[src/hdl/renkon_ctrl_pkg.sv]
package renkon_ctrl_pkg;

  // Configuration port commands.
  typedef enum logic [1:0] {
    CFG_WIDTH  = 2'd0,
    CFG_HEIGHT = 2'd1,
    CFG_WEIGHT = 2'd2,
    CFG_START  = 2'd3
  } cfg_op_e;

  // Sweep controller states.
  typedef enum logic [1:0] {
    ST_IDLE  = 2'd0,
    ST_SWEEP = 2'd1,
    ST_DRAIN = 2'd2
  } sweep_state_e;

endpackage

[src/hdl/renkon_pkg.sv]
package renkon_pkg;

  // Pixel and weight width, two's complement.
  localparam int DWIDTH = 8;

  // Filter and image geometry.
  localparam int MAXFIL = 3;
  localparam int MAXIMG = 32;
  localparam int MAXPAD = (MAXFIL - 1) / 2;

  // One spare line is written while the other three are read.
  localparam int BUFLINE = MAXFIL + 1;
  localparam int BUFSIZE = MAXIMG + 2 * MAXPAD; // Image columns plus pad columns.

  localparam int SIZEWIDTH = $clog2(BUFSIZE);
  localparam int LINEWIDTH = $clog2(BUFLINE);
  localparam int DIMWIDTH  = $clog2(MAXIMG + 1);

  // Full product plus 4 bits of growth for nine taps.
  localparam int ACCWIDTH = 2 * DWIDTH + 4;

endpackage

[src/hdl/mem_sp.sv]
`timescale 1ns/1ps

module mem_sp #(
  parameter int WIDTH      = 8,
  parameter int DEPTHWIDTH = 6
) (
  input  logic                  clk,
  input  logic                  mem_we,
  input  logic [DEPTHWIDTH-1:0] mem_addr,
  input  logic [WIDTH-1:0]      mem_wdata,
  output logic [WIDTH-1:0]      mem_rdata
);

  logic [WIDTH-1:0] mem [2**DEPTHWIDTH];

  // Read is registered every cycle, old data on a write.
  always_ff @(posedge clk) begin
    if (mem_we) begin
      mem[mem_addr] <= mem_wdata;
    end
    mem_rdata <= mem[mem_addr];
  end

endmodule

[src/hdl/renkon_cfg.sv]
`timescale 1ns/1ps

module renkon_cfg
  import renkon_pkg::*;
  import renkon_ctrl_pkg::*;
(
  input  logic                     clk,
  input  logic                     xrst,
  input  logic                     cfg_req,
  input  cfg_op_e                  cfg_op,
  input  logic [3:0]               cfg_idx,
  input  logic [DWIDTH-1:0]        cfg_data,
  input  logic                     done,
  output logic                     cfg_ack,
  output logic [DIMWIDTH-1:0]      img_width,
  output logic [DIMWIDTH-1:0]      img_height,
  output logic signed [DWIDTH-1:0] weight [MAXFIL*MAXFIL],
  output logic                     start,
  output logic                     busy
);

  logic wr_stb;   // Edge on which ack rises.
  logic accept;   // Write allowed to land.

  assign wr_stb = cfg_req && !cfg_ack;
  assign accept = wr_stb && !busy;

  // Four-phase acknowledge simply follows the request by one cycle.
  always_ff @(posedge clk) begin
    if (!xrst) begin
      cfg_ack <= 1'b0;
    end else begin
      cfg_ack <= cfg_req;
    end
  end

  // Start pulse and run flag.
  always_ff @(posedge clk) begin
    if (!xrst) begin
      start <= 1'b0;
      busy  <= 1'b0;
    end else begin
      start <= accept && (cfg_op == CFG_START);
      if (accept && (cfg_op == CFG_START)) begin
        busy <= 1'b1;
      end else if (done) begin
        busy <= 1'b0;
      end
    end
  end

  // Image size defaults to the largest frame.
  always_ff @(posedge clk) begin
    if (!xrst) begin
      img_width  <= DIMWIDTH'(MAXIMG);
      img_height <= DIMWIDTH'(MAXIMG);
    end else if (accept) begin
      if (cfg_op == CFG_WIDTH) begin
        img_width <= cfg_data[DIMWIDTH-1:0];
      end
      if (cfg_op == CFG_HEIGHT) begin
        img_height <= cfg_data[DIMWIDTH-1:0];
      end
    end
  end

  // Tap index is row*3+col, row 0 on top.
  always_ff @(posedge clk) begin
    if (accept && (cfg_op == CFG_WEIGHT) && (cfg_idx < MAXFIL * MAXFIL)) begin
      weight[cfg_idx] <= cfg_data;
    end
  end

endmodule

[src/hdl/renkon_linebuf_pad.sv]
`timescale 1ns/1ps

module renkon_linebuf_pad
  import renkon_pkg::*;
(
  input  logic                     clk,
  input  logic                     xrst,
  input  logic                     buf_wcol,
  input  logic [MAXFIL-1:0]        buf_rrow,
  input  logic [LINEWIDTH-1:0]     buf_wsel,
  input  logic [LINEWIDTH-1:0]     buf_rsel,
  input  logic                     buf_we,
  input  logic [SIZEWIDTH-1:0]     buf_addr,
  input  logic                     buf_shift,
  input  logic signed [DWIDTH-1:0] buf_input,
  output logic signed [DWIDTH-1:0] buf_output [MAXFIL*MAXFIL]
);

  logic [BUFLINE-1:0]       line_we;
  logic signed [DWIDTH-1:0] line_wdata;
  logic signed [DWIDTH-1:0] line_rdata [BUFLINE];

  assign line_wdata = buf_wcol ? buf_input : '0;  // Pad columns store zero.

  for (genvar i = 0; i < BUFLINE; i++) begin : g_line
    assign line_we[i] = buf_we && (buf_wsel == LINEWIDTH'(i));

    mem_sp #(
      .WIDTH      (DWIDTH),
      .DEPTHWIDTH (SIZEWIDTH)
    ) u_mem (
      .clk       (clk),
      .mem_we    (line_we[i]),
      .mem_addr  (buf_addr),
      .mem_wdata (line_wdata),
      .mem_rdata (line_rdata[i])
    );
  end

  // One shift register per window row, newest column at the right.
  for (genvar i = 0; i < MAXFIL; i++) begin : g_row
    logic [LINEWIDTH-1:0]     sel;
    logic signed [DWIDTH-1:0] taps [MAXFIL];

    assign sel = buf_rsel + LINEWIDTH'(i);

    always_ff @(posedge clk) begin
      if (!xrst) begin
        for (int j = 0; j < MAXFIL; j++) begin
          taps[j] <= '0;
        end
      end else if (buf_shift) begin
        for (int j = 0; j < MAXFIL - 1; j++) begin
          taps[j] <= taps[j+1];
        end
        taps[MAXFIL-1] <= buf_rrow[i] ? line_rdata[sel] : '0;
      end
    end

    for (genvar j = 0; j < MAXFIL; j++) begin : g_tap
      assign buf_output[MAXFIL*i+j] = taps[j];
    end
  end

endmodule

[src/hdl/renkon_sweep_ctrl.sv]
`timescale 1ns/1ps

module renkon_sweep_ctrl
  import renkon_pkg::*;
  import renkon_ctrl_pkg::*;
(
  input  logic                 clk,
  input  logic                 xrst,
  input  logic                 start,
  input  logic [DIMWIDTH-1:0]  img_width,
  input  logic [DIMWIDTH-1:0]  img_height,
  input  logic                 in_valid,
  output logic                 in_ready,
  output logic                 buf_we,
  output logic                 buf_wcol,
  output logic [LINEWIDTH-1:0] buf_wsel,
  output logic [LINEWIDTH-1:0] buf_rsel,
  output logic [MAXFIL-1:0]    buf_rrow,
  output logic [SIZEWIDTH-1:0] buf_addr,
  output logic                 buf_shift,
  output logic                 win_valid,
  output logic                 done
);

  sweep_state_e         state;
  logic [DIMWIDTH-1:0]  sweep;      // Sweep index k.
  logic [SIZEWIDTH-1:0] col;        // Column address within the line.
  logic [1:0]           drain;
  logic [SIZEWIDTH-1:0] last_img_col;
  logic [SIZEWIDTH-1:0] last_col;
  logic [DIMWIDTH-1:0]  last_sweep;
  logic                 sweeping;
  logic                 pad_col;
  logic                 write_row;
  logic                 advance;
  logic                 win_cand;
  logic                 win_pre;
  logic [MAXFIL-1:0]    row_ok;

  assign last_img_col = SIZEWIDTH'(img_width) + SIZEWIDTH'(MAXPAD - 1);
  assign last_col     = SIZEWIDTH'(img_width) + SIZEWIDTH'(2 * MAXPAD - 1);
  assign last_sweep   = img_height + DIMWIDTH'(2 * MAXPAD - 1);

  assign sweeping  = (state == ST_SWEEP);
  assign pad_col   = (col < SIZEWIDTH'(MAXPAD)) || (col > last_img_col);
  assign write_row = (sweep < img_height);

  // Pad columns and read-only sweeps never wait for a pixel.
  assign advance  = sweeping && (pad_col || !write_row || in_valid);
  assign in_ready = sweeping && write_row && !pad_col;

  assign buf_we   = sweeping && write_row && advance;
  assign buf_wcol = !pad_col;
  assign buf_wsel = sweep[LINEWIDTH-1:0];   // Line k mod 4.
  assign buf_addr = col;

  // Centred window once three columns of a read sweep are in.
  assign win_cand = advance
                 && (sweep >= DIMWIDTH'(MAXFIL - 1))
                 && (col >= SIZEWIDTH'(MAXFIL - 1));

  // MAC result leaves two cycles after the last window.
  assign done = (state == ST_DRAIN) && (drain == 2'd2);

  // Window row i holds image row k-3+i, zero outside the frame.
  always_comb begin
    int row;
    for (int i = 0; i < MAXFIL; i++) begin
      row = int'(sweep) + i - MAXFIL;
      row_ok[i] = (row >= 0) && (row < int'(img_height));
    end
  end

  always_ff @(posedge clk) begin
    if (!xrst) begin
      state <= ST_IDLE;
      sweep <= '0;
      col   <= '0;
      drain <= '0;
    end else begin
      case (state)
        ST_IDLE: begin
          if (start) begin
            state <= ST_SWEEP;
            sweep <= '0;
            col   <= '0;
          end
        end
        ST_SWEEP: begin
          if (advance) begin
            if (col == last_col) begin
              col <= '0;
              if (sweep == last_sweep) begin
                state <= ST_DRAIN;
                drain <= '0;
              end else begin
                sweep <= sweep + 1'b1;
              end
            end else begin
              col <= col + 1'b1;
            end
          end
        end
        ST_DRAIN: begin
          drain <= drain + 1'b1;
          if (done) begin
            state <= ST_IDLE;
          end
        end
        default: state <= ST_IDLE;
      endcase
    end
  end

  // Read data lags the address by one cycle, so the read controls do too.
  always_ff @(posedge clk) begin
    if (!xrst) begin
      buf_shift <= 1'b0;
      buf_rsel  <= '0;
      buf_rrow  <= '0;
      win_pre   <= 1'b0;
      win_valid <= 1'b0;
    end else begin
      buf_shift <= advance;
      buf_rsel  <= sweep[LINEWIDTH-1:0] + LINEWIDTH'(BUFLINE - MAXFIL); // Oldest line.
      buf_rrow  <= row_ok;
      win_pre   <= win_cand;
      win_valid <= win_pre;   // Window register loads on the shift.
    end
  end

endmodule

[src/hdl/renkon_top.sv]
`timescale 1ns/1ps

module renkon_top
  import renkon_pkg::*;
  import renkon_ctrl_pkg::*;
(
  input  logic                       clk,
  input  logic                       xrst,
  input  logic                       cfg_req,
  input  cfg_op_e                    cfg_op,
  input  logic [3:0]                 cfg_idx,
  input  logic [DWIDTH-1:0]          cfg_data,
  output logic                       cfg_ack,
  input  logic                       in_valid,
  input  logic signed [DWIDTH-1:0]   in_data,
  output logic                       in_ready,
  output logic                       out_valid,
  output logic signed [ACCWIDTH-1:0] out_data,
  output logic                       busy
);

  logic [DIMWIDTH-1:0]        img_width;
  logic [DIMWIDTH-1:0]        img_height;
  logic signed [DWIDTH-1:0]   weight [MAXFIL*MAXFIL];
  logic                       start;
  logic                       done;

  // Line buffer control from the sweep controller.
  logic                       buf_we;
  logic                       buf_wcol;
  logic [LINEWIDTH-1:0]       buf_wsel;
  logic [LINEWIDTH-1:0]       buf_rsel;
  logic [MAXFIL-1:0]          buf_rrow;
  logic [SIZEWIDTH-1:0]       buf_addr;
  logic                       buf_shift;
  logic                       win_valid;
  logic signed [DWIDTH-1:0]   buf_output [MAXFIL*MAXFIL];

  renkon_cfg u_cfg (
    .clk        (clk),
    .xrst       (xrst),
    .cfg_req    (cfg_req),
    .cfg_op     (cfg_op),
    .cfg_idx    (cfg_idx),
    .cfg_data   (cfg_data),
    .done       (done),
    .cfg_ack    (cfg_ack),
    .img_width  (img_width),
    .img_height (img_height),
    .weight     (weight),
    .start      (start),
    .busy       (busy)
  );

  renkon_sweep_ctrl u_ctrl (
    .clk        (clk),
    .xrst       (xrst),
    .start      (start),
    .img_width  (img_width),
    .img_height (img_height),
    .in_valid   (in_valid),
    .in_ready   (in_ready),
    .buf_we     (buf_we),
    .buf_wcol   (buf_wcol),
    .buf_wsel   (buf_wsel),
    .buf_rsel   (buf_rsel),
    .buf_rrow   (buf_rrow),
    .buf_addr   (buf_addr),
    .buf_shift  (buf_shift),
    .win_valid  (win_valid),
    .done       (done)
  );

  renkon_linebuf_pad u_linebuf (
    .clk        (clk),
    .xrst       (xrst),
    .buf_wcol   (buf_wcol),
    .buf_rrow   (buf_rrow),
    .buf_wsel   (buf_wsel),
    .buf_rsel   (buf_rsel),
    .buf_we     (buf_we),
    .buf_addr   (buf_addr),
    .buf_shift  (buf_shift),
    .buf_input  (in_data),
    .buf_output (buf_output)
  );

  renkon_window_mac u_mac (
    .clk        (clk),
    .xrst       (xrst),
    .win_valid  (win_valid),
    .buf_output (buf_output),
    .weight     (weight),
    .out_valid  (out_valid),
    .out_data   (out_data)
  );

endmodule

[src/hdl/renkon_window_mac.sv]
`timescale 1ns/1ps

module renkon_window_mac
  import renkon_pkg::*;
(
  input  logic                       clk,
  input  logic                       xrst,
  input  logic                       win_valid,
  input  logic signed [DWIDTH-1:0]   buf_output [MAXFIL*MAXFIL],
  input  logic signed [DWIDTH-1:0]   weight [MAXFIL*MAXFIL],
  output logic                       out_valid,
  output logic signed [ACCWIDTH-1:0] out_data
);

  logic signed [2*DWIDTH-1:0] prod [MAXFIL*MAXFIL];
  logic signed [ACCWIDTH-1:0] sum;

  for (genvar i = 0; i < MAXFIL * MAXFIL; i++) begin : g_tap
    assign prod[i] = buf_output[i] * weight[i];
  end

  // Nine-term adder tree, sign extended.
  always_comb begin
    sum = '0;
    for (int i = 0; i < MAXFIL * MAXFIL; i++) begin
      sum = sum + ACCWIDTH'(prod[i]);
    end
  end

  always_ff @(posedge clk) begin
    out_data <= sum;
  end

  always_ff @(posedge clk) begin
    if (!xrst) begin
      out_valid <= 1'b0;
    end else begin
      out_valid <= win_valid;   // Matches the one-stage sum.
    end
  end

endmodule
[config.mk]
export PLATFORM = sky130hd
export DESIGN_NAME = renkon_top
export DESIGN_NICKNAME = d
export VERILOG_FILES = /design/src/hdl/renkon_ctrl_pkg.sv /design/src/hdl/renkon_pkg.sv /design/src/hdl/mem_sp.sv /design/src/hdl/renkon_cfg.sv /design/src/hdl/renkon_linebuf_pad.sv /design/src/hdl/renkon_sweep_ctrl.sv /design/src/hdl/renkon_top.sv /design/src/hdl/renkon_window_mac.sv
export SDC_FILE = /design/constraint.sdc
export NUM_CORES = 2
export LEC_CHECK = 0
export BUFFER_PORTS_ARGS = -buffer_cell sky130_fd_sc_hd__buf_4
export CAP_MARGIN = 25
export CORE_UTILIZATION = 45
export CTS_BUF_LIST = sky130_fd_sc_hd__clkbuf_4
export DETAILED_ROUTE_END_ITERATION = 8
export PLACE_DENSITY_LB_ADDON = 0.2
export SKIP_LAST_GASP = 1
export SYNTH_ARGS = -nofsm -noshare
export SYNTH_HDL_FRONTEND = slang
export SYNTH_SLANG_ARGS = --single-unit
[constraint.sdc]
create_clock -name clk -period 16.3 [get_ports clk]
set_clock_uncertainty 0.15 [all_clocks]
set_input_delay 0.815 -clock clk [delete_from_list [all_inputs] [get_ports clk]]
set_output_delay 0.815 -clock clk [all_outputs]
set_load 0.01 [all_outputs]
==> summary.txt <==
Global routing
  – Vias in the first global route: 72,400
  – GRT Util Overall: 28.4%
  – Largest net degree at the start of global routing: 196
  – Gr ovfl total: 0
  – Initial antenna violation count: 31
  – First-pass GRT wire length: 520,000 um

Placement
  – Gp weighted congestion: approximately 0.88
  – IO buf count: 49
  – DP Wirelength: 236,000 um

Worst setup path
  – Startpoint types: flip-flop
  – Slowest cell on the critical path: fa_1
  – Crit path to: u_mac.out_data[19]
  – Max incr delay on CP: 590 ps
  – Maximum fanout along the worst path: 9
  – Worst reg2reg setup slack: around 3900 ps
  – Crit path depth: 37
  – R2R Path Start: u_linebuf.g_row[0].taps[0][15]
  – CP Buf/Inv Count: 9
  – Worst flop-to-flop path endpoint: u_mac.out_data[19]
  – CP arrival: 13,310 ps
  – Crit Path Category: reg -> reg
  – Worst path top cell family by delay: adder cells
  – Worst endpoint required time: 17,230 ps
  – Critical Path Start: u_linebuf.g_row[0].taps[0][15]
  – Cell repeated most along the worst path: fa_1
  – R2r worst-path depth: 37
  – Endpoint type of the worst setup path: flip-flop

Timing
  – Slew @ Worst Pin: 1280 ps
  – Tmin final: 12,380 ps
  – Fin crit share: 76.0%
  – RSZ-0062 raised after global routing: false
  – Final setup TNS: 0 ps
  – Final setup viols: 0
  – Final Max Tran Viols: 0
  – Slew Limit Headroom: 14.5%
  – Final hold vios: 0
  – Fmax: ~0.081 GHz

Logic synthesis
  – Post-synthesis xor/xnor area fraction: less than 1%
  – Simple-Gate Fraction of Synth Area: 6.37%
  – Post-synth ARST share: 0%
  – Post-Synthesis Mean Instance Area: 14.6 sq um
  – Synth area leader: edfxtp_1
  – Yosys warns: 0
  – Multiplexer share of the synthesized area: between 6 and 7%
  – Cell variety after synth: 82
  – Number of synthesized flops with an enable pin: 2,192
  – Compound-cell area share of the yosys netlist: roughly 7%
  – Main combinational cell family by area after synthesis: adder cells
  – Syn nets: 8,886
  – Synthesized cell area: 115,000 sq um
  – Sequential share of the synthesized area: 59.1%
  – Yosys top cell area share: 57.4%
  – Post-synthesis adder-cell area fraction: 16.2%
  – Most used DFF post-synth: edfxtp_1
  – Top cells by area, synth: edfxtp_1, fa_1, inv_1
  – FF+latch count, synth: approximately 2,300
  – Synth Instances: 7,840

Clock tree
  – CTS tree: done
  – Worst skew pair latency: 1390 ps
  – Root Buffer Master: clkbuf_4
  – H-tree Lvls: 6
  – Clock sinks: between 2,000 and 2,500
  – Postcts setup bufs: 0
  – Clk slew on worst S/H paths: 80 ps
  – Clock Tree Buf Depth: 4
  – Num CTS Buffers: 606

Floorplan
  – Die Area: 257,000 sq um
  – CORE AREA: 252,000 sq um
  – # IOs: 50
  – Die H: 507 um
  – Initial Util: 45.4%
  – Row count: 184
  – Die Wd: roughly 510 um

Run
  – Max cap viols: 0

Final layout
  – Final #Nets: 9,355
  – Share of layout cells above drive strength 1: between 10% and 20%
  – Layout fillers: 21,900
  – Area grow syn2layout: 10.4%

Routing
  – Via count: 71,300
  – Detailed Route WL: 364,000 um
  – DRT Pass-1 Iters: 7
  – Final ANT Viol Nets: 0
  – DRC: 0
  – WL/cell: 30.1 um
  – Average via count per standard cell: 5.90
  – DR iter-0 viols: 9,244

Min path
  – Worst hold path class: in -> reg

Run status
  – Outcome: finished clean
-- cells in the mapped netlist, drive strengths merged, types with 92 or more instances --
cell type / n
a221oi: 320
mux2: 156
a21oi: 192
mux2i: 257
a22oi: 144
nor2: 505
dfxtp: 92
nand2: 464
clkbuf: 105
ha: 249
inv: 874
and2: 290
edfxtp: 2192
buf: 269
fa: 771
o21ai: 185
mux4: 118
o22ai: 105
-- metrics by stage --
stage | setup slack, ps | utilization [%] | cells | hold slack (ps) | instance area, sq um
final | 3920 | 50.1 | 12100 | 75.3 | 127000
after floorplan | 4760 | - | 7840 | 262 | 115000
after global routing | 3240 | 50.1 | 12100 | 64.7 | 126000
after detailed placement | 3970 | 46.9 | 11000 | 272 | 118000
after CTS | 3840 | 50.0 | 12100 | 4.21 | 126000
after global placement | 3920 | 46.9 | 11000 | 275 | 118000
-- registers in the layout, indices dropped and copies added (netlist names), 20 cells and up --
| name | cells |
|---|---|
| u_linebuf.g_line.u_mem.mem | 2048 |
| u_cfg.weight | 72 |
| u_linebuf.g_row.taps | 72 |
| u_linebuf.g_line.u_mem.mem_rdata | 32 |
| u_mac.out_data | 20 |
-- repair_timing --
item	4_1_cts	5_1_grt
hold endpoints to repair	243	0
gates resized for setup	0	0
hold buffers	23	0
-- cell usage in the layout, fill, tap and decap left out, types with 45 or more instances in the layout --
cell type,instances
a21oi_1,192
a221oi_1,308
a22oi_1,144
and2_1,278
and3_1,57
buf_4,193
clkbuf_4,920
clkinv_1,72
dfxtp_1,87
edfxtp_1,2192
fa_1,771
ha_1,249
inv_1,870
mux2_2,153
mux2i_1,257
mux4_2,118
nand2_1,458
nand2b_1,45
nor2_1,492
nor2b_1,67
o21ai_0,181
o22ai_1,105
xnor2_1,53
-- worst reg2reg max path: cells and delay by family (launching register included) --
| family | cells | cell delay (ps) |
|---|---|---|
| AO/OA/AOI/OAI | 4 | 1370 |
| XOR/XNOR | 2 | 290 |
| adder cells (fa/ha/maj) | 17 | 8180 |
| buffers and inverters | 9 | 520 |
| flip-flops | 1 | 500 |
| AND/OR/NAND/NOR | 5 | 1190 |
-- kinds of logic (layout without fill, tap and decap cells) --
kind of cell	after synthesis	count (layout)
AO/OA/AOI/OAI	1125	1125
XOR/XNOR	79	79
adder cells (fa/ha/maj)	1020	1020
buffers and inverters	1248	2138
flip-flops	2284	2284
multiplexers	531	531
other	0	16
AND/OR/NAND/NOR	1553	1553
-- layer usage --
metal	global-route usage [%]	share of wire, %
met3	6.24	10
met1	37.2	38
met5	0	0.035
met2	45.2	47
met4	13.0	4.9
-- worst min path at each step --
stage / start / end / slack, ps / depth (start not counted)
final: in_data[7] / u_linebuf.g_line[1].u_mem.mem[8][7] / 80 / 2
after floorplan: u_ctrl.win_pre / u_ctrl.win_valid / 260 / 1
after global placement: u_ctrl.win_pre / u_ctrl.win_valid / 280 / 1
after CTS: in_data[7] / u_linebuf.g_line[1].u_mem.mem[48][7] / 4 / 2
after global routing: in_data[7] / u_linebuf.g_line[1].u_mem.mem[48][7] / 60 / 2
after detailed placement: u_ctrl.win_pre / u_ctrl.win_valid / 270 / 1
-- final cells by class --
cell class                 count  area (sq um)  share of cell area, %
antenna                       16          40.0                 0.0316
clock buffer                 919          6900                   5.45
clock inverter               110           691                  0.546
inverter                     874          3290                   2.60
multi-input combinational   4308         41800                   33.0
sequential                  2284         67700                   53.5
tap                         3348          4190                   3.31
timing repair buffer         235          1960                   1.55
Power is left out: the tool's default activity adds up to more than one toggle a clock period on the data nets, which glitch-free logic cannot reach.
